File: src/source/ff_stuff_consts.svh
// JPEG byte stuffer constants
// Byte geometry, buffer sizes and the marker and stuff byte values
// shared by the stuffing, buffering and packing stages

`ifndef FF_STUFF_CONSTS_SVH
`define FF_STUFF_CONSTS_SVH

// ------------------------------------------------------------------------
// Stream geometry
// ------------------------------------------------------------------------
`define FF_BYTE_W       8     // Bits per byte
`define FF_WORD_BYTES   4     // Bytes per input or output word
`define FF_GROUP_BYTES  8     // Worst case, every lane a marker

// Buffering
`define FF_PACK_BYTES   12    // Packer holding buffer
`define FF_FIFO_DEPTH   8     // Default group FIFO depth, power of two

// ------------------------------------------------------------------------
// Byte values
// ------------------------------------------------------------------------
`define FF_MARKER_BYTE  8'hFF // Needs escaping in entropy data
`define FF_STUFF_BYTE   8'h00 // Inserted after each marker byte

`endif

File: src/source/jpeg_byte_pkg.sv
// JPEG stream byte types
// Vector types for bytes, words and stuffed byte groups; the first
// byte of the stream always sits in the top lane

`include "ff_stuff_consts.svh"

package jpeg_byte_pkg;

    // One byte of entropy coded data
    typedef logic [`FF_BYTE_W-1:0] byte_t;

    // Input and output word, first byte in bits 31:24
    typedef logic [`FF_WORD_BYTES*`FF_BYTE_W-1:0] word_t;

    // Eight byte lanes, left-justified, unused lanes read as zero
    typedef logic [`FF_GROUP_BYTES*`FF_BYTE_W-1:0] group_data_t;

    // Valid bytes in a group, 4 when clean and up to 8
    typedef logic [$clog2(`FF_GROUP_BYTES+1)-1:0] group_len_t;

endpackage

File: src/source/stuff_stream_pkg.sv
// Stuffed stream interface types
// Structures carried from the stuffer through the group FIFO into
// the word packer

package stuff_stream_pkg;

    import jpeg_byte_pkg::*;

    // One stuffed input word
    typedef struct packed {
        group_data_t data;  // Left-justified bytes
        group_len_t  len;   // Byte count incl. inserted stuff bytes
    } stuffed_group_t;

    // FIFO fill flags seen by the packer
    typedef struct packed {
        logic empty;
        logic full;
    } fifo_status_t;

endpackage

File: src/source/byte_stuffer.sv
// Marker byte stuffer
// Four stage pipeline, inserts a 0x00 after every 0xFF byte of an
// input word and hands out a left-justified group of 4 to 8 bytes

`timescale 1ns/1ps
`include "ff_stuff_consts.svh"

module byte_stuffer (
    input  logic                             clk,
    input  logic                             rst,
    input  logic                             in_valid,
    input  jpeg_byte_pkg::word_t             in_word,
    output logic                             grp_valid,
    output stuff_stream_pkg::stuffed_group_t grp
);

    import jpeg_byte_pkg::*;

    // Zero lanes below the incoming word
    localparam int PAD_W = (`FF_GROUP_BYTES - `FF_WORD_BYTES) * `FF_BYTE_W;

    logic [`FF_WORD_BYTES-1:0] in_flags;    // Bit i marks lane i (lane 0 on top)
    logic                      s1_valid;
    logic                      s2_valid;
    logic                      s3_valid;
    group_data_t               s1_data;
    group_data_t               s2_data;
    group_data_t               s3_data;
    group_data_t               s4_data;     // Lanes 1 and 0 resolved
    logic [`FF_WORD_BYTES-1:0] s1_flags;
    logic [`FF_WORD_BYTES-1:0] s2_flags;
    logic [`FF_WORD_BYTES-1:0] s3_flags;

    function automatic logic is_marker(input byte_t b);
        return b == `FF_MARKER_BYTE;
    endfunction

    // Open a stuff byte right after lane "lane"
    // Lanes above stay put, everything below moves down one lane
    function automatic group_data_t stuff_lane(input group_data_t g, input int lane);
        group_data_t shifted;
        group_data_t r;
        shifted = g >> `FF_BYTE_W;
        for (int i = 0; i < `FF_GROUP_BYTES; i++) begin
            int base;
            base = (`FF_GROUP_BYTES - 1 - i) * `FF_BYTE_W;
            if (i <= lane)
                r[base +: `FF_BYTE_W] = g[base +: `FF_BYTE_W];
            else if (i == lane + 1)
                r[base +: `FF_BYTE_W] = `FF_STUFF_BYTE;
            else
                r[base +: `FF_BYTE_W] = shifted[base +: `FF_BYTE_W];
        end
        return r;
    endfunction

    // Marker detect on the raw word
    always_comb begin
        for (int i = 0; i < `FF_WORD_BYTES; i++)
            in_flags[i] = is_marker(in_word[(`FF_WORD_BYTES-1-i)*`FF_BYTE_W +: `FF_BYTE_W]);
    end

    // Last two lanes in the final stage, lane 1 before lane 0
    always_comb begin
        s4_data = s3_data;
        if (s3_flags[1])
            s4_data = stuff_lane(s4_data, 1);
        if (s3_flags[0])
            s4_data = stuff_lane(s4_data, 0);
    end

    // ------------------------------------------------------------------------
    // Valid chain, one bit per stage
    // ------------------------------------------------------------------------
    always_ff @(posedge clk) begin
        if (rst) begin
            s1_valid  <= 1'b0;
            s2_valid  <= 1'b0;
            s3_valid  <= 1'b0;
            grp_valid <= 1'b0;
        end else begin
            s1_valid  <= in_valid;
            s2_valid  <= s1_valid;
            s3_valid  <= s2_valid;
            grp_valid <= s3_valid;
        end
    end

    // ------------------------------------------------------------------------
    // Data path, lanes resolved bottom up so pending lanes never move
    // ------------------------------------------------------------------------
    always_ff @(posedge clk) begin
        if (in_valid) begin
            s1_data  <= {in_word, {PAD_W{1'b0}}};   // Word into the top lanes
            s1_flags <= in_flags;
        end
        if (s1_valid) begin
            s2_data  <= s1_flags[3] ? stuff_lane(s1_data, 3) : s1_data;   // Lane 3
            s2_flags <= s1_flags;
        end
        if (s2_valid) begin
            s3_data  <= s2_flags[2] ? stuff_lane(s2_data, 2) : s2_data;   // Lane 2
            s3_flags <= s2_flags;
        end
        if (s3_valid) begin
            grp.data <= s4_data;
            grp.len  <= group_len_t'(`FF_WORD_BYTES) + group_len_t'($countones(s3_flags));
        end
    end

endmodule

File: src/source/ff_stuffer_top.sv
// JPEG entropy stream byte stuffer, top level
// Stuffs 0x00 after every 0xFF of the input words, buffers the
// grown groups and repacks them into aligned 32-bit output words

`timescale 1ns/1ps

module ff_stuffer_top (
    input  logic                 clk,
    input  logic                 rst,
    input  logic                 in_valid,   // At most one cycle in two
    input  jpeg_byte_pkg::word_t in_word,
    output logic                 out_valid,
    output jpeg_byte_pkg::word_t out_word
);

    import stuff_stream_pkg::*;

    logic           grp_valid;   // Stuffer to FIFO
    stuffed_group_t grp;
    logic           rd_en;       // Packer to FIFO
    stuffed_group_t rd_group;
    logic           rd_valid;
    fifo_status_t   status;

    // ------------------------------------------------------------------------
    // Stuffing, buffering, packing
    // ------------------------------------------------------------------------
    byte_stuffer i_stuffer (
        .clk       (clk),
        .rst       (rst),
        .in_valid  (in_valid),
        .in_word   (in_word),
        .grp_valid (grp_valid),
        .grp       (grp)
    );

    group_fifo i_fifo (
        .clk      (clk),
        .rst      (rst),
        .wr_en    (grp_valid),   // No back-pressure toward the stuffer
        .wr_group (grp),
        .rd_en    (rd_en),
        .rd_group (rd_group),
        .rd_valid (rd_valid),
        .status   (status)
    );

    word_packer i_packer (
        .clk       (clk),
        .rst       (rst),
        .rd_group  (rd_group),
        .rd_valid  (rd_valid),
        .status    (status),
        .rd_en     (rd_en),
        .out_valid (out_valid),
        .out_word  (out_word)
    );

endmodule

File: src/source/group_fifo.sv
// Stuffed group FIFO
// Soaks up the extra bytes created by stuffing until the packer has room
// Registered read port with one cycle latency

`timescale 1ns/1ps
`include "ff_stuff_consts.svh"

module group_fifo #(
    parameter int DEPTH = `FF_FIFO_DEPTH   // Power of two
) (
    input  logic                             clk,
    input  logic                             rst,
    input  logic                             wr_en,
    input  stuff_stream_pkg::stuffed_group_t wr_group,
    input  logic                             rd_en,
    output stuff_stream_pkg::stuffed_group_t rd_group,
    output logic                             rd_valid,
    output stuff_stream_pkg::fifo_status_t   status
);

    import stuff_stream_pkg::*;

    localparam int             PTR_W     = $clog2(DEPTH);
    localparam logic [PTR_W:0] DEPTH_CNT = (PTR_W + 1)'(DEPTH);

    stuffed_group_t   mem [DEPTH];
    logic [PTR_W-1:0] wr_ptr;     // Wraps naturally
    logic [PTR_W-1:0] rd_ptr;
    logic [PTR_W:0]   count;      // Groups held, 0 to DEPTH
    logic             wr_do;

    assign status.empty = (count == '0);
    assign status.full  = (count == DEPTH_CNT);

    assign wr_do = wr_en && !status.full;    // Never clobber a held group

    // Storage and read register
    always_ff @(posedge clk) begin
        if (wr_do)
            mem[wr_ptr] <= wr_group;
        if (rd_en)
            rd_group <= mem[rd_ptr];
    end

    // ------------------------------------------------------------------------
    // Pointers and occupancy
    // ------------------------------------------------------------------------
    always_ff @(posedge clk) begin
        if (rst) begin
            wr_ptr   <= '0;
            rd_ptr   <= '0;
            count    <= '0;
            rd_valid <= 1'b0;
        end else begin
            rd_valid <= rd_en;                   // Data lands one cycle after rd_en
            if (wr_do)
                wr_ptr <= wr_ptr + 1'b1;
            if (rd_en)
                rd_ptr <= rd_ptr + 1'b1;
            case ({wr_do, rd_en})
                2'b10:   count <= count + 1'b1;
                2'b01:   count <= count - 1'b1;
                default: count <= count;         // Idle, or write and read together
            endcase
        end
    end

    // ------------------------------------------------------------------------
    // Checks
    // ------------------------------------------------------------------------
    // Input rate rule as seen four cycles after the stuffer input
    a_wr_rate: assert property (@(posedge clk) disable iff (rst) wr_en |=> !wr_en);

    a_no_wr_full: assert property (@(posedge clk) disable iff (rst) wr_en |-> !status.full);

    // Packer must only pull when it saw data
    a_no_rd_empty: assert property (@(posedge clk) disable iff (rst) rd_en |-> !status.empty);

endmodule

File: src/source/word_packer.sv
// Word packer
// Collects stuffed groups behind the leftover bytes of a 12 byte
// buffer and emits aligned 32-bit words, top four bytes first

`timescale 1ns/1ps
`include "ff_stuff_consts.svh"

module word_packer (
    input  logic                             clk,
    input  logic                             rst,
    input  stuff_stream_pkg::stuffed_group_t rd_group,
    input  logic                             rd_valid,
    input  stuff_stream_pkg::fifo_status_t   status,
    output logic                             rd_en,
    output logic                             out_valid,
    output jpeg_byte_pkg::word_t             out_word
);

    import jpeg_byte_pkg::*;

    localparam int PACK_W  = `FF_PACK_BYTES * `FF_BYTE_W;     // 96
    localparam int WORD_W  = `FF_WORD_BYTES * `FF_BYTE_W;     // 32
    localparam int GROUP_W = `FF_GROUP_BYTES * `FF_BYTE_W;    // 64
    localparam int CNT_W   = $clog2(`FF_PACK_BYTES + 1);

    localparam logic [CNT_W-1:0] WORD_CNT = CNT_W'(`FF_WORD_BYTES);
    localparam logic [CNT_W-1:0] PACK_CNT = CNT_W'(`FF_PACK_BYTES);
    localparam logic [CNT_W-1:0] ROOM_CNT = CNT_W'(`FF_PACK_BYTES - `FF_GROUP_BYTES);

    logic [PACK_W-1:0] pack_buf;    // Left-justified, bytes past cnt are don't care
    logic [CNT_W-1:0]  cnt;
    logic              emit;        // Full word available this cycle
    logic [PACK_W-1:0] rem_buf;     // Buffer after this cycle's emission
    logic [CNT_W-1:0]  rem_cnt;
    logic [PACK_W-1:0] keep_mask;   // Covers the rem_cnt valid bytes
    logic [PACK_W-1:0] ins_buf;     // Arriving group placed behind them
    logic [PACK_W-1:0] buf_next;
    logic [CNT_W-1:0]  cnt_next;
    group_data_t       grp_data;

    assign grp_data = rd_group.data;

    // ------------------------------------------------------------------------
    // Next buffer state
    // ------------------------------------------------------------------------
    always_comb begin
        emit      = (cnt >= WORD_CNT);
        rem_buf   = emit ? (pack_buf << WORD_W) : pack_buf;
        rem_cnt   = emit ? (cnt - WORD_CNT) : cnt;
        keep_mask = ~({PACK_W{1'b1}} >> (int'(rem_cnt) * `FF_BYTE_W));
        ins_buf   = {grp_data, {(PACK_W - GROUP_W){1'b0}}} >> (int'(rem_cnt) * `FF_BYTE_W);
        if (rd_valid) begin
            buf_next = (rem_buf & keep_mask) | ins_buf;   // Unused group lanes are zero
            cnt_next = rem_cnt + CNT_W'(rd_group.len);
        end else begin
            buf_next = rem_buf;
            cnt_next = rem_cnt;
        end
    end

    // Pull a group only if one is waiting, none is in flight, and 8 bytes fit
    assign rd_en = !status.empty && !rd_valid && (rem_cnt <= ROOM_CNT);

    // ------------------------------------------------------------------------
    // Registers
    // ------------------------------------------------------------------------
    always_ff @(posedge clk) begin
        pack_buf <= buf_next;
        if (emit)
            out_word <= pack_buf[PACK_W-1 -: WORD_W];   // Oldest four bytes
    end

    always_ff @(posedge clk) begin
        if (rst) begin
            cnt       <= '0;
            out_valid <= 1'b0;
        end else begin
            cnt       <= cnt_next;
            out_valid <= emit;      // One strobe per word
        end
    end

    // Read gating has to keep the buffer within bounds
    a_cnt_bound: assert property (@(posedge clk) disable iff (rst) cnt <= PACK_CNT);

endmodule

File: config.mk
export PLATFORM = sky130hd
export DESIGN_NAME = ff_stuffer_top
export DESIGN_NICKNAME = d
export VERILOG_FILES = /design/src/source/jpeg_byte_pkg.sv /design/src/source/stuff_stream_pkg.sv /design/src/source/byte_stuffer.sv /design/src/source/ff_stuffer_top.sv /design/src/source/group_fifo.sv /design/src/source/word_packer.sv
export VERILOG_INCLUDE_DIRS = /design/src /design/src/source
export SDC_FILE = /design/constraint.sdc
export NUM_CORES = 1
export LEC_CHECK = 0
export BUFFER_PORTS_ARGS = -buffer_cell sky130_fd_sc_hd__clkbuf_2
export CAP_MARGIN = 20
export CORE_MARGIN = 2
export CORE_UTILIZATION = 45
export CTS_CLUSTER_SIZE = 12
export DETAILED_ROUTE_END_ITERATION = 6
export HOLD_SLACK_MARGIN = 0.1
export PLACE_DENSITY = 0.66
export SLEW_MARGIN = 20
export SYNTH_ARGS = -nofsm -noshare
export SYNTH_HDL_FRONTEND = slang
export SYNTH_SLANG_ARGS = --single-unit
File: constraint.sdc
create_clock -name clk -period 14.6 [get_ports clk]
set_clock_uncertainty 0.1 [all_clocks]
set_input_delay 2.19 -clock clk [delete_from_list [all_inputs] [get_ports clk]]
set_output_delay 2.19 -clock clk [all_outputs]
set_load 0.02 [all_outputs]
==> results.ini, run 1 <==
[pwr]
power_density_nw_per_um2 = 185.0
power.leakage_nw = 12.42
power_mw = 6.955
vdd_drop_max_mv = 0.1045

[cts]
clk_pin_slew_worst_paths_ns = 0.06
cts_tree = done
worstSkewPairLatency_ns = 0.65
cts_buffers = 91
cts_resized = 0
postCtsHoldBufs = 0
cts.sinks = 864
cts_root_buf = clkbuf_16
cts_setup_buffers = 0
clockBufferDepth = 3
htree_levels = 3

[timing]
fin_tns_setup_ns = 0
fmax_mhz = 286.0
finalSetupViolations = 0
post-route-min-period_ns = 3.496
period_share_pct = 23.95
rsz0062_at_grt = false
slew_violations = 0
worst_pin_slew_ns = 1.074
hold_viol = 0
slew_headroom_pct = 28.41

[synthesis]
synth_common_cells = 748 x edfxtp_1, 116 x dfxtp_1, 111 x mux2i_1, 111 x mux4_2, 103 x nand2_1
yosys.area.top_type_share_pct = 67.05
ys_seq_elements = 864
syn_inst = 1837
syn_avg_cell_area_um2 = 18.24
ys_async_sr_fraction_pct = 0
ys_warn_count = 0
synth-edff-count = 748
synthTopCellsByArea = edfxtp_1 67%, mux4_2 7.5%, dfxtp_1 6.9%
yosysMostFrequentCell = edfxtp_1
synth_cell_types = 72
ys.flop_type = edfxtp_1
synth_top_area_cell = edfxtp_1
yosysSeqAreaShare_pct = 73.98
synth_nets = 1886
synthesis.area_um2 = 33500

[die]
fp.dieW_um = 276.9
die_h_um = 276.9
ios = 68
core_um2 = 74070
rows = 100
die_area_um2 = 76650
initial_core_util_pct = 45.23

[finish]
area_delta_synth_final_pct = 12.25
layout-drive-gt1-share_pct = 21.85
nFillCells = 5920
nets = 1970
diodes = 0

[routing]
drt-pass1-iter-count = 5
antenna_left = 0
route.detailed.drc = 0
post_drt_wl_per_cell_um = 23.85
via_per_inst = 5.654
drt_iter0_markers = 1513
vias = 16740
wl_um = 70600

[global_route]
grt_pass1_vias = 17140
gr-total-overflow = 0
grt_max_degree = 69
grt_pass1_wl_um = 108200
track_usage_pct = 18.61
antenna_found_initial = 0

[placement]
place_hpwl_um = 43000
numPortBuffers = 67
place.gp.congestion = 0.8947

[worst_setup_path]
cp-end-kind = output port
path_class = reg2out
rrSetupSlack_ns = 11.23
critPathTopFamily = flip-flops
slowest_stage = edfxtp_1
cp_data_required_time_ns = 12.31
cpPeakStageDelay_ns = 0.39
cp-start-kind = flip-flop
worst-path-max-fanout = 1
crit_chain = clkbuf_2
worst-path-buf-inv = 1
critPathArrivalTime_ns = 1.21

[run_status]
status = finished, final reports clean

[flow_run]
drv_cap = 0

[hold_path]
min_path_type = reg2reg

==> cells in the final DEF, fill, tap and decap left out, types with 7 or more instances in the layout <==
cell type	Yosys	layout
a211oi_1	15	15
a21oi_1	46	46
a221o_1	15	15
a221oi_1	10	10
a22o_1	20	20
a2bb2oi_1	7	7
a31oi_1	14	14
and2_1	17	17
and3_1	11	11
buf_4	5	25
clkbuf_1	43	28
clkbuf_16	0	92
clkbuf_2	0	67
clkinv_1	0	15
clkinv_2	0	8
dfxtp_1	116	108
edfxtp_1	748	748
ha_1	11	11
inv_1	11	11
mux2_2	74	74
mux2i_1	111	111
mux4_1	9	9
mux4_2	111	111
nand2_1	103	103
nand2b_1	12	12
nand4_1	9	9
nor2_1	76	69
nor2_4	1	9
nor2b_1	27	27
o211ai_1	9	9
o21ai_0	23	23
o21ai_1	19	19
o221ai_1	12	12
o22ai_1	13	13
==> path summary, 6_finish.rpt <==
check                   startpoint           endpoint  depth (start not counted)
min          i_stuffer.s3_data[56]  i_stuffer.grp[60]                          0
max reg2reg        i_packer.cnt[3]    i_fifo.count[3]                         10
max           i_packer.out_word[3]        out_word[3]                          1
min reg2reg  i_stuffer.s3_data[56]  i_stuffer.grp[60]                          0
==> metal layers <==
metal / GRT usage (%) / wire length [µm] / vias to the layer above
li1: - / - / 7508
met1: 25.50 / 30440 / 8642
met2: 30.58 / 34640 / 463
met3: 2.995 / 3497 / 123
met4: 6.145 / 2021 / 0
met5: 0 / 0 / -
==> cells by family (layout without fill, tap and decap cells) <==
kind of cell,after synthesis,count (layout),synth area share [%]
AND/OR/NAND/NOR,289,289,4.149
AO/OA/AOI/OAI,239,239,5.049
adder cells (fa/ha/maj),14,14,0.5901
buffers and inverters,116,270,1.968
flip-flops,864,864,73.98
multiplexers,309,309,14.11
XOR/XNOR,6,6,0.1569
==> cell type report <==
type	instances	area, µm²	area share, %
clock inverters	37	391.6	1.041
inverters	14	52.55	0.1397
clock buffers	126	2490	6.621
well taps	969	1212	3.224
multi-input cells	857	8125	21.61
repair buffers	93	534.3	1.421
flip-flops and latches	864	24800	65.95
==> report_power, final <==
group | internal (mW) | switching [mW] | leakage [nW]
sequential | 3.00 | 0.267 | 7.86
combinational | 0.608 | 0.874 | 3.16
clock | 1.27 | 0.930 | 1.40
total | 4.88 | 2.07 | 12.4
==> metrics by stage <==
step / hold WS [ns] / std cells / setup slack (ns) / util, % / cell area, µm²
final: 0.3063 / 2960 / 11.10 / 50.77 / 37600
after global routing: 0.3123 / 2960 / 10.92 / 50.77 / 37600
after CTS: 0.3153 / 2960 / 11.03 / 50.76 / 37600
after detailed placement: 0.3045 / 2797 / 11.14 / 46.87 / 34720
after global placement: 0.3011 / 2797 / 11.17 / 46.87 / 34710
after floorplan: 0.3003 / 1837 / 8.921 / - / 33500
==> flip-flops by register name (all words and copies together), names as in the netlist, 3 cells and up <==
| signal | flops |
|---|---|
| i_fifo.count | 4 |
| i_fifo.wr_ptr | 3 |
| i_stuffer.s2_data | 32 |
| i_stuffer.s1_flags | 4 |
| i_stuffer.s3_flags | 4 |
| i_stuffer.s1_data | 32 |
| i_packer.out_word | 32 |
| i_stuffer.s2_flags | 4 |
| i_packer.pack_buf | 96 |
| i_stuffer.s3_data | 40 |
| i_fifo.rd_group | 60 |
| i_fifo.mem | 480 |
| i_fifo.rd_ptr | 3 |
| i_packer.cnt | 4 |
| i_stuffer.grp | 60 |
==> worst reg2reg max path, stage by stage, from the launching register on <==
cell and delay, ns:
dfxtp_1 0.29, buf_4 0.25, o31a_4 0.20, nor3_4 0.16
buf_4 0.71, ha_1 0.35, ha_1 0.27, a21oi_1 0.20
a21oi_1 0.12, or4_1 0.49, a21oi_1 0.16
Power figures use the tool's default switching activity.
==> run 2, diff against run 1 <==
--- a/config.mk
+++ b/config.mk
@@ -13,7 +13,7 @@
 export CTS_CLUSTER_SIZE = 12
 export DETAILED_ROUTE_END_ITERATION = 6
 export HOLD_SLACK_MARGIN = 0.1
-export PLACE_DENSITY = 0.66
+export PLACE_DENSITY = 0.69
 export SLEW_MARGIN = 20
 export SYNTH_ARGS = -nofsm -noshare
 export SYNTH_HDL_FRONTEND = slang
==> constraint.sdc (replaced) <==
create_clock -name clk -period 2.9 [get_ports clk]
set_clock_uncertainty 0.1 [all_clocks]
set_input_delay 0.435 -clock clk [delete_from_list [all_inputs] [get_ports clk]]
set_output_delay 0.435 -clock clk [all_outputs]
set_load 0.02 [all_outputs]
==> run 2 against run 1 <==
Compared with the run above: worst setup slack got worse by 11 ns; sequential share of layout area shrank 0.92 points; die area did not move; sequential cell count did not move; count of clock-buffer cells in the layout fell by 5; critical path type is now reg2reg.
==> results.ini, run 2 (same netlist as run 1, synthesis figures left out) <==
[routing]
antenna_left = 0  ; unchanged
highest_layer = met4  ; unchanged
drt_iter0_markers = 1324  ; was 1513
route.detailed.drc = 0  ; unchanged
drt-pass1-iter-count = 5  ; unchanged
wl_met2_um = 33920  ; was 34640 µm
wl_met1_um = 30110  ; was 30440 µm
post_drt_wl_per_cell_um = 23.26  ; was 23.85 µm
wl_um = 69920  ; was 70600 µm
via_per_inst = 5.646  ; was 5.654
vias = 16970  ; was 16740
met3_length_um = 3564  ; was 3497 µm

[finish]
final_area_um2 = 38140  ; was 37600 µm²
post-route-util_pct = 51.49  ; was 50.77%
nets = 2029  ; was 1970
layout-drive-gt1-share_pct = 22.50  ; was 21.85%
area_delta_synth_final_pct = 13.86  ; was 12.25%
regArea_um2 = 24800  ; about the same
final_cell_mix = 748 x edfxtp_1, 111 x mux2i_1, 111 x mux4_2  ; unchanged
top_register = i_fifo.mem  ; unchanged
final_common_cell = edfxtp_1  ; unchanged
nFillCells = 5877  ; was 5920
largest_reg_flops = 480  ; unchanged
reg_top3 = i_fifo.mem: 480 flops, i_packer.pack_buf: 96 flops  ; unchanged
multi_input_area_um2 = 8155  ; was 8125 µm²

[die]
die_area_um2 = 76650  ; unchanged
core_um2 = 74070  ; unchanged
initial_core_util_pct = 45.23  ; unchanged
ios = 68  ; unchanged
die_h_um = 276.9  ; unchanged
rows = 100  ; unchanged
fp.dieW_um = 276.9  ; unchanged

[pwr]
vdd_drop_max_mv = 0.5297  ; was 0.1045 mV
power.leakage_nw = 12.62  ; was 12.42 nW
power_density_nw_per_um2 = 909.1  ; was 185.0 nW/µm²

[worst_setup_path]
cp-end-kind = flip-flop  ; was output port
critPathArrivalTime_ns = 2.97  ; was 1.21 ns
cp-start-kind = flip-flop  ; unchanged
cp_data_required_time_ns = 3.36  ; was 12.31 ns
worst-path-max-fanout = 5  ; was 1
path_class = reg2reg  ; was reg2out

[placement]
place.gp.congestion = 0.9391  ; was 0.8947
numPortBuffers = 67  ; unchanged
placedInstanceArea_um2 = 35160  ; was 34720 µm²
place_hpwl_um = 42900  ; was 43000 µm
dp_slack_ns = 0.3945  ; was 11.14 ns

[global_route]
grt_pass1_wl_um = 106900  ; was 108200 µm
track_usage_pct = 18.37  ; was 18.61%
antenna_found_initial = 0  ; unchanged
grt_max_degree = 63  ; was 69
gr-total-overflow = 0  ; unchanged
grt_pass1_vias = 17310  ; was 17140

[timing]
finalSetupViolations = 0  ; unchanged
post-route-min-period_ns = 2.512
hold_viol = 0  ; unchanged
setup_slack_ns = 0.3879  ; was 11.10 ns
slew_violations = 0  ; unchanged
fmax_mhz = 398.1
slew_headroom_pct = 32.86  ; was 28.41%
period_share_pct = 86.62
rsz0062_at_grt = false  ; unchanged
worst_pin_slew_ns = 1.007  ; was 1.074 ns

[cts]
cts.sinks = 864  ; unchanged
clockBufferDepth = 3  ; unchanged
cts_setup_buffers = 0  ; unchanged
cts_root_buf = clkbuf_16  ; unchanged
worstSkewPairLatency_ns = 0.65  ; about the same
cts_tree = done  ; unchanged
cts_buffers = 89  ; was 91
clk_pin_slew_worst_paths_ns = 0.06  ; about the same
htree_levels = 3  ; unchanged
cts_resized = 0  ; unchanged

[hold_path]
min_path_type = in2reg  ; was reg2reg

[run_status]
status = finished, final reports clean  ; unchanged

[flow_run]
drv_cap = 0  ; unchanged

[run 2: cell types whose count changed in the layout (fill, tap and decap cells not counted), sizes merged]
cell / change
inv: -2
clkinv: -7
buf: +29
clkbuf: -5
diode: +1
bufinv: -2
dlygate4sd3: +32
[run 2: layer usage]
layer | vias to the layer above | GRT usage [%]
met3 | 135 | 2.860
met5 | - | 0
met2 | 535 | 29.82
met1 | 8682 | 25.29
li1 | 7619 | -
met4 | 0 | 6.717
[run 2: report_power, final]
group	switching (mW)	leakage, nW	internal, mW
logic	4.72	3.47	3.35
clock network	4.48	1.28	5.96
registers	1.04	7.86	15.1
total	10.2	12.6	24.4
[run 2: what timing repair did]
| item | CTS | global route |
|---|---|---|
| endpoints found under the setup margin | 0 | 0 |
| hold buffers | 32 | 0 |
| hold endpoints to repair | 36 | 0 |
[run 2: path summary, 6_finish.rpt]
check / startpoint / to / slack (ns) / cells after the start
max: i_fifo.count[0] / i_fifo.count[3] / 0.39 / 8
min: rst / i_fifo.count[0] / 0.28 / 2
max reg2reg: i_fifo.count[0] / i_fifo.count[3] / 0.39 / 8
min reg2reg: i_stuffer.s1_data[40] / i_stuffer.s2_data[40] / 0.31 / 0
[run 2: cell type report]
class	instances	share of cell area (%)
clock inverter	26	0.6921
antenna	1	0.006561
multi-input combinational	857	21.38
tap	969	3.179
timing repair buffer	154	3.293
sequential	864	65.02
inverter	14	0.1378
clock buffer	121	6.288
[run 2: through the flow]
step | std cells | hold slack [ns] | TNS [ns] | power [mW]
4_1_cts | 3005 | 0.2593 | 0 | 34.92
6_report | 3006 | 0.2832 | 0 | 34.68
5_1_grt | 3005 | 0.3031 | 0 | 36.17
2_1_floorplan | 1837 | 0.3003 | -11.54 | 21.80
3_3_place_gp | 2826 | 0.3017 | 0 | 24.32
3_5_place_dp | 2826 | 0.3045 | 0 | 24.43
[run 2: critical path, cell delays in order (launching register included)]
cell	delay, ns
dfxtp_2	0.34
or3_1	0.42
o21ai_2	0.26
ha_1	0.30
ha_4	0.18
nand3_1	0.09
and3_1	0.16
or4_1	0.46
a21oi_1	0.13
==> run 3, diff against run 2 <==
--- a/config.mk
+++ b/config.mk
@@ -13,7 +13,7 @@
 export CTS_CLUSTER_SIZE = 12
 export DETAILED_ROUTE_END_ITERATION = 6
 export HOLD_SLACK_MARGIN = 0.1
-export PLACE_DENSITY = 0.69
+export PLACE_DENSITY = 0.66
 export SLEW_MARGIN = 20
 export SYNTH_ARGS = -nofsm -noshare
 export SYNTH_HDL_FRONTEND = slang
==> constraint.sdc (replaced) <==
create_clock -name clk -period 3 [get_ports clk]
set_clock_uncertainty 0.1 [all_clocks]
set_input_delay 0.45 -clock clk [delete_from_list [all_inputs] [get_ports clk]]
set_output_delay 0.45 -clock clk [all_outputs]
set_load 0.02 [all_outputs]
==> run 3 against run 2 <==
Compared with the run above: via count hardly changed; wire length increased by 2.7%; largest cell class unchanged; total power decreased by 2.7%; sequential cell count is the same; critical path type unchanged.
==> results.ini, run 3 (same netlist as run 1, synthesis figures left out) <==
[timing]
finalSetupViolations = 0  ; unchanged
slew_violations = 0  ; unchanged
rsz0062_at_grt = false  ; unchanged
period_share_pct = 87.58  ; was 86.62%
hold_viol = 0  ; unchanged
post-route-min-period_ns = 2.628  ; was 2.512 ns
fmax_mhz = 380.6  ; was 398.1 MHz
fin_tns_setup_ns = 0  ; unchanged
slew_headroom_pct = 27.48  ; was 32.86%
worst_pin_slew_ns = 1.088  ; was 1.007 ns

[pwr]
power.leakage_nw = 12.65  ; was 12.62 nW
vdd_drop_max_mv = 0.5047  ; was 0.5297 mV
power_mw = 33.75  ; was 34.68 mW
power_density_nw_per_um2 = 883.4  ; was 909.1 nW/µm²

[die]
rows = 100  ; unchanged
initial_core_util_pct = 45.23  ; unchanged
ios = 68  ; unchanged
die_area_um2 = 76650  ; unchanged
die_h_um = 276.9  ; unchanged
fp.dieW_um = 276.9  ; unchanged
core_um2 = 74070  ; unchanged

[flow_run]
drv_cap = 0  ; unchanged

[finish]
diodes = 0  ; was 1
largest_reg_flops = 480  ; unchanged
final_common_cell = edfxtp_1  ; unchanged
final_cell_mix = 748 x edfxtp_1, 111 x mux2i_1, 111 x mux4_2  ; unchanged
nets = 2028  ; was 2029
finalNonFillerCells = 3008  ; was 3006
area_delta_synth_final_pct = 14.04  ; was 13.86%
layout-drive-gt1-share_pct = 22.22  ; was 22.50%
top_register = i_fifo.mem  ; unchanged
reg_top3 = i_fifo.mem: 480 flops, i_packer.pack_buf: 96 flops  ; unchanged

[global_route]
track_usage_pct = 18.89  ; was 18.37%
grt_pass1_wl_um = 109300  ; was 106900 µm
antenna_found_initial = 2  ; was 0
gr-total-overflow = 0  ; unchanged
grt_pass1_vias = 17460  ; was 17310
grt_max_degree = 63  ; unchanged

[cts]
clockBufferDepth = 3  ; unchanged
cts_root_buf = clkbuf_16  ; unchanged
cts_resized = 0  ; unchanged
cts_buffers = 89  ; unchanged
worstSkewPairLatency_ns = 0.62  ; was 0.65 ns
htree_levels = 3  ; unchanged
cts_tree = done  ; unchanged
clk_pin_slew_worst_paths_ns = 0.06  ; about the same
cts.sinks = 864  ; unchanged

[placement]
place_hpwl_um = 44240  ; was 42900 µm
place.gp.congestion = 0.8623  ; was 0.9391
numPortBuffers = 67  ; unchanged
dp_cells = 2825  ; was 2826

[worst_setup_path]
cp-start-kind = flip-flop  ; unchanged
worst-path-max-fanout = 5  ; unchanged
cp_data_required_time_ns = 3.44  ; was 3.36 ns
critPathArrivalTime_ns = 3.07  ; was 2.97 ns
cpPeakStageDelay_ns = 0.46  ; about the same
critPathTopFamily = simple AND/OR/NAND/NOR gates  ; unchanged
crit_chain = or3_1 -> o21ai_1 -> ha_1 -> ha_4 -> nand3_1 -> and3_1 -> or4_1 -> a21oi_1  ; was or3_1 -> o21ai_2 -> ha_1 -> ha_4 -> nand3_1 -> and3_1 -> or4_1 -> a21oi_1
slowest_stage = or4_1  ; unchanged
path_class = reg2reg  ; unchanged
rrSetupSlack_ns = 0.37  ; was 0.39 ns
cp-end-kind = flip-flop  ; unchanged
worst-path-buf-inv = 0  ; unchanged

[routing]
antenna_left = 0  ; unchanged
route.detailed.drc = 0  ; unchanged
post_drt_wl_per_cell_um = 23.88  ; was 23.26 µm
wl_um = 71830  ; was 69920 µm
via_per_inst = 5.647  ; was 5.646
vias = 16990  ; was 16970
drt-pass1-iter-count = 7  ; was 5
drt_iter0_markers = 1335  ; was 1324

[run_status]
status = finished, final reports clean  ; unchanged

[hold_path]
min_path_type = reg2reg  ; was in2reg

==> run 3: cell count changes in the layout (fill, tap and decap cells not counted), moves of 3 or more <==
cell,before,now
clkbuf_1,28,31
buf_12,15,19
buf_4,40,35
clkinv_16,3,0
==> run 3: path summary, 6_finish.rpt <==
path / start / endpoint / depth (start not counted)
worst max-delay path: i_fifo.count[0] / i_fifo.count[3] / 8
worst min-delay path: i_stuffer.s2_data[44] / i_stuffer.s3_data[44] / 0
worst max register to register: i_fifo.count[0] / i_fifo.count[3] / 8
worst min register to register: i_stuffer.s2_data[44] / i_stuffer.s3_data[44] / 0
==> run 3: worst reg2reg max path: stages, from the launching register on <==
cell and delay (ns):
dfxtp_1 0.34, or3_1 0.41, o21ai_1 0.34, ha_1 0.33, ha_4 0.18, nand3_1 0.09
and3_1 0.17, or4_1 0.46, a21oi_1 0.12
==> run 3: repair_timing <==
| item | 4_1_cts | 5_1_grt |
|---|---|---|
| hold buffers | 32 | 0 |
| buffers inserted | 0 | 0 |
| hold endpoints to repair | 36 | 0 |
==> run 3: power by group <==
part | switching [mW] | internal [mW]
Combinational | 4.40 | 3.23
Sequential | 1.20 | 14.6
Clock | 4.29 | 6.01
Total | 9.89 | 23.9
==> run 3: routing by layer <==
layer	vias to the layer above	track usage [%]	share of wire, %
met3	124	2.598	4.6
met2	483	31.74	50
li1	7622	-	-
met5	-	0	0
met1	8758	25.15	42
met4	0	7.232	3.1
==> run 3: stage by stage <==
| step | instance area, µm² | setup WS [ns] | hold WS (ns) | util (%) |
|---|---|---|---|---|
| 6_report | 38200 | 0.3725 | 0.3154 | 51.58 |
| 5_1_grt | 38200 | 0.2422 | 0.3162 | 51.58 |
| 4_1_cts | 38200 | 0.3672 | 0.2882 | 51.58 |
| 3_5_place_dp | 35190 | 0.3869 | 0.3045 | 47.51 |
| 3_3_place_gp | 35190 | 0.4279 | 0.3011 | 47.51 |
| 2_1_floorplan | 33590 | -1.042 | 0.3003 | - |
==> run 3: layout make-up <==
| class | count | area [µm²] |
|---|---|---|
| clock buffer | 126 | 2460 |
| clock inverter | 25 | 232.7 |
| fill | 5855 | 35870 |
| inverter | 14 | 52.55 |
| multi-input combinational | 857 | 8149 |
| sequential | 864 | 24800 |
| tap | 969 | 1212 |
| timing repair buffer | 153 | 1299 |
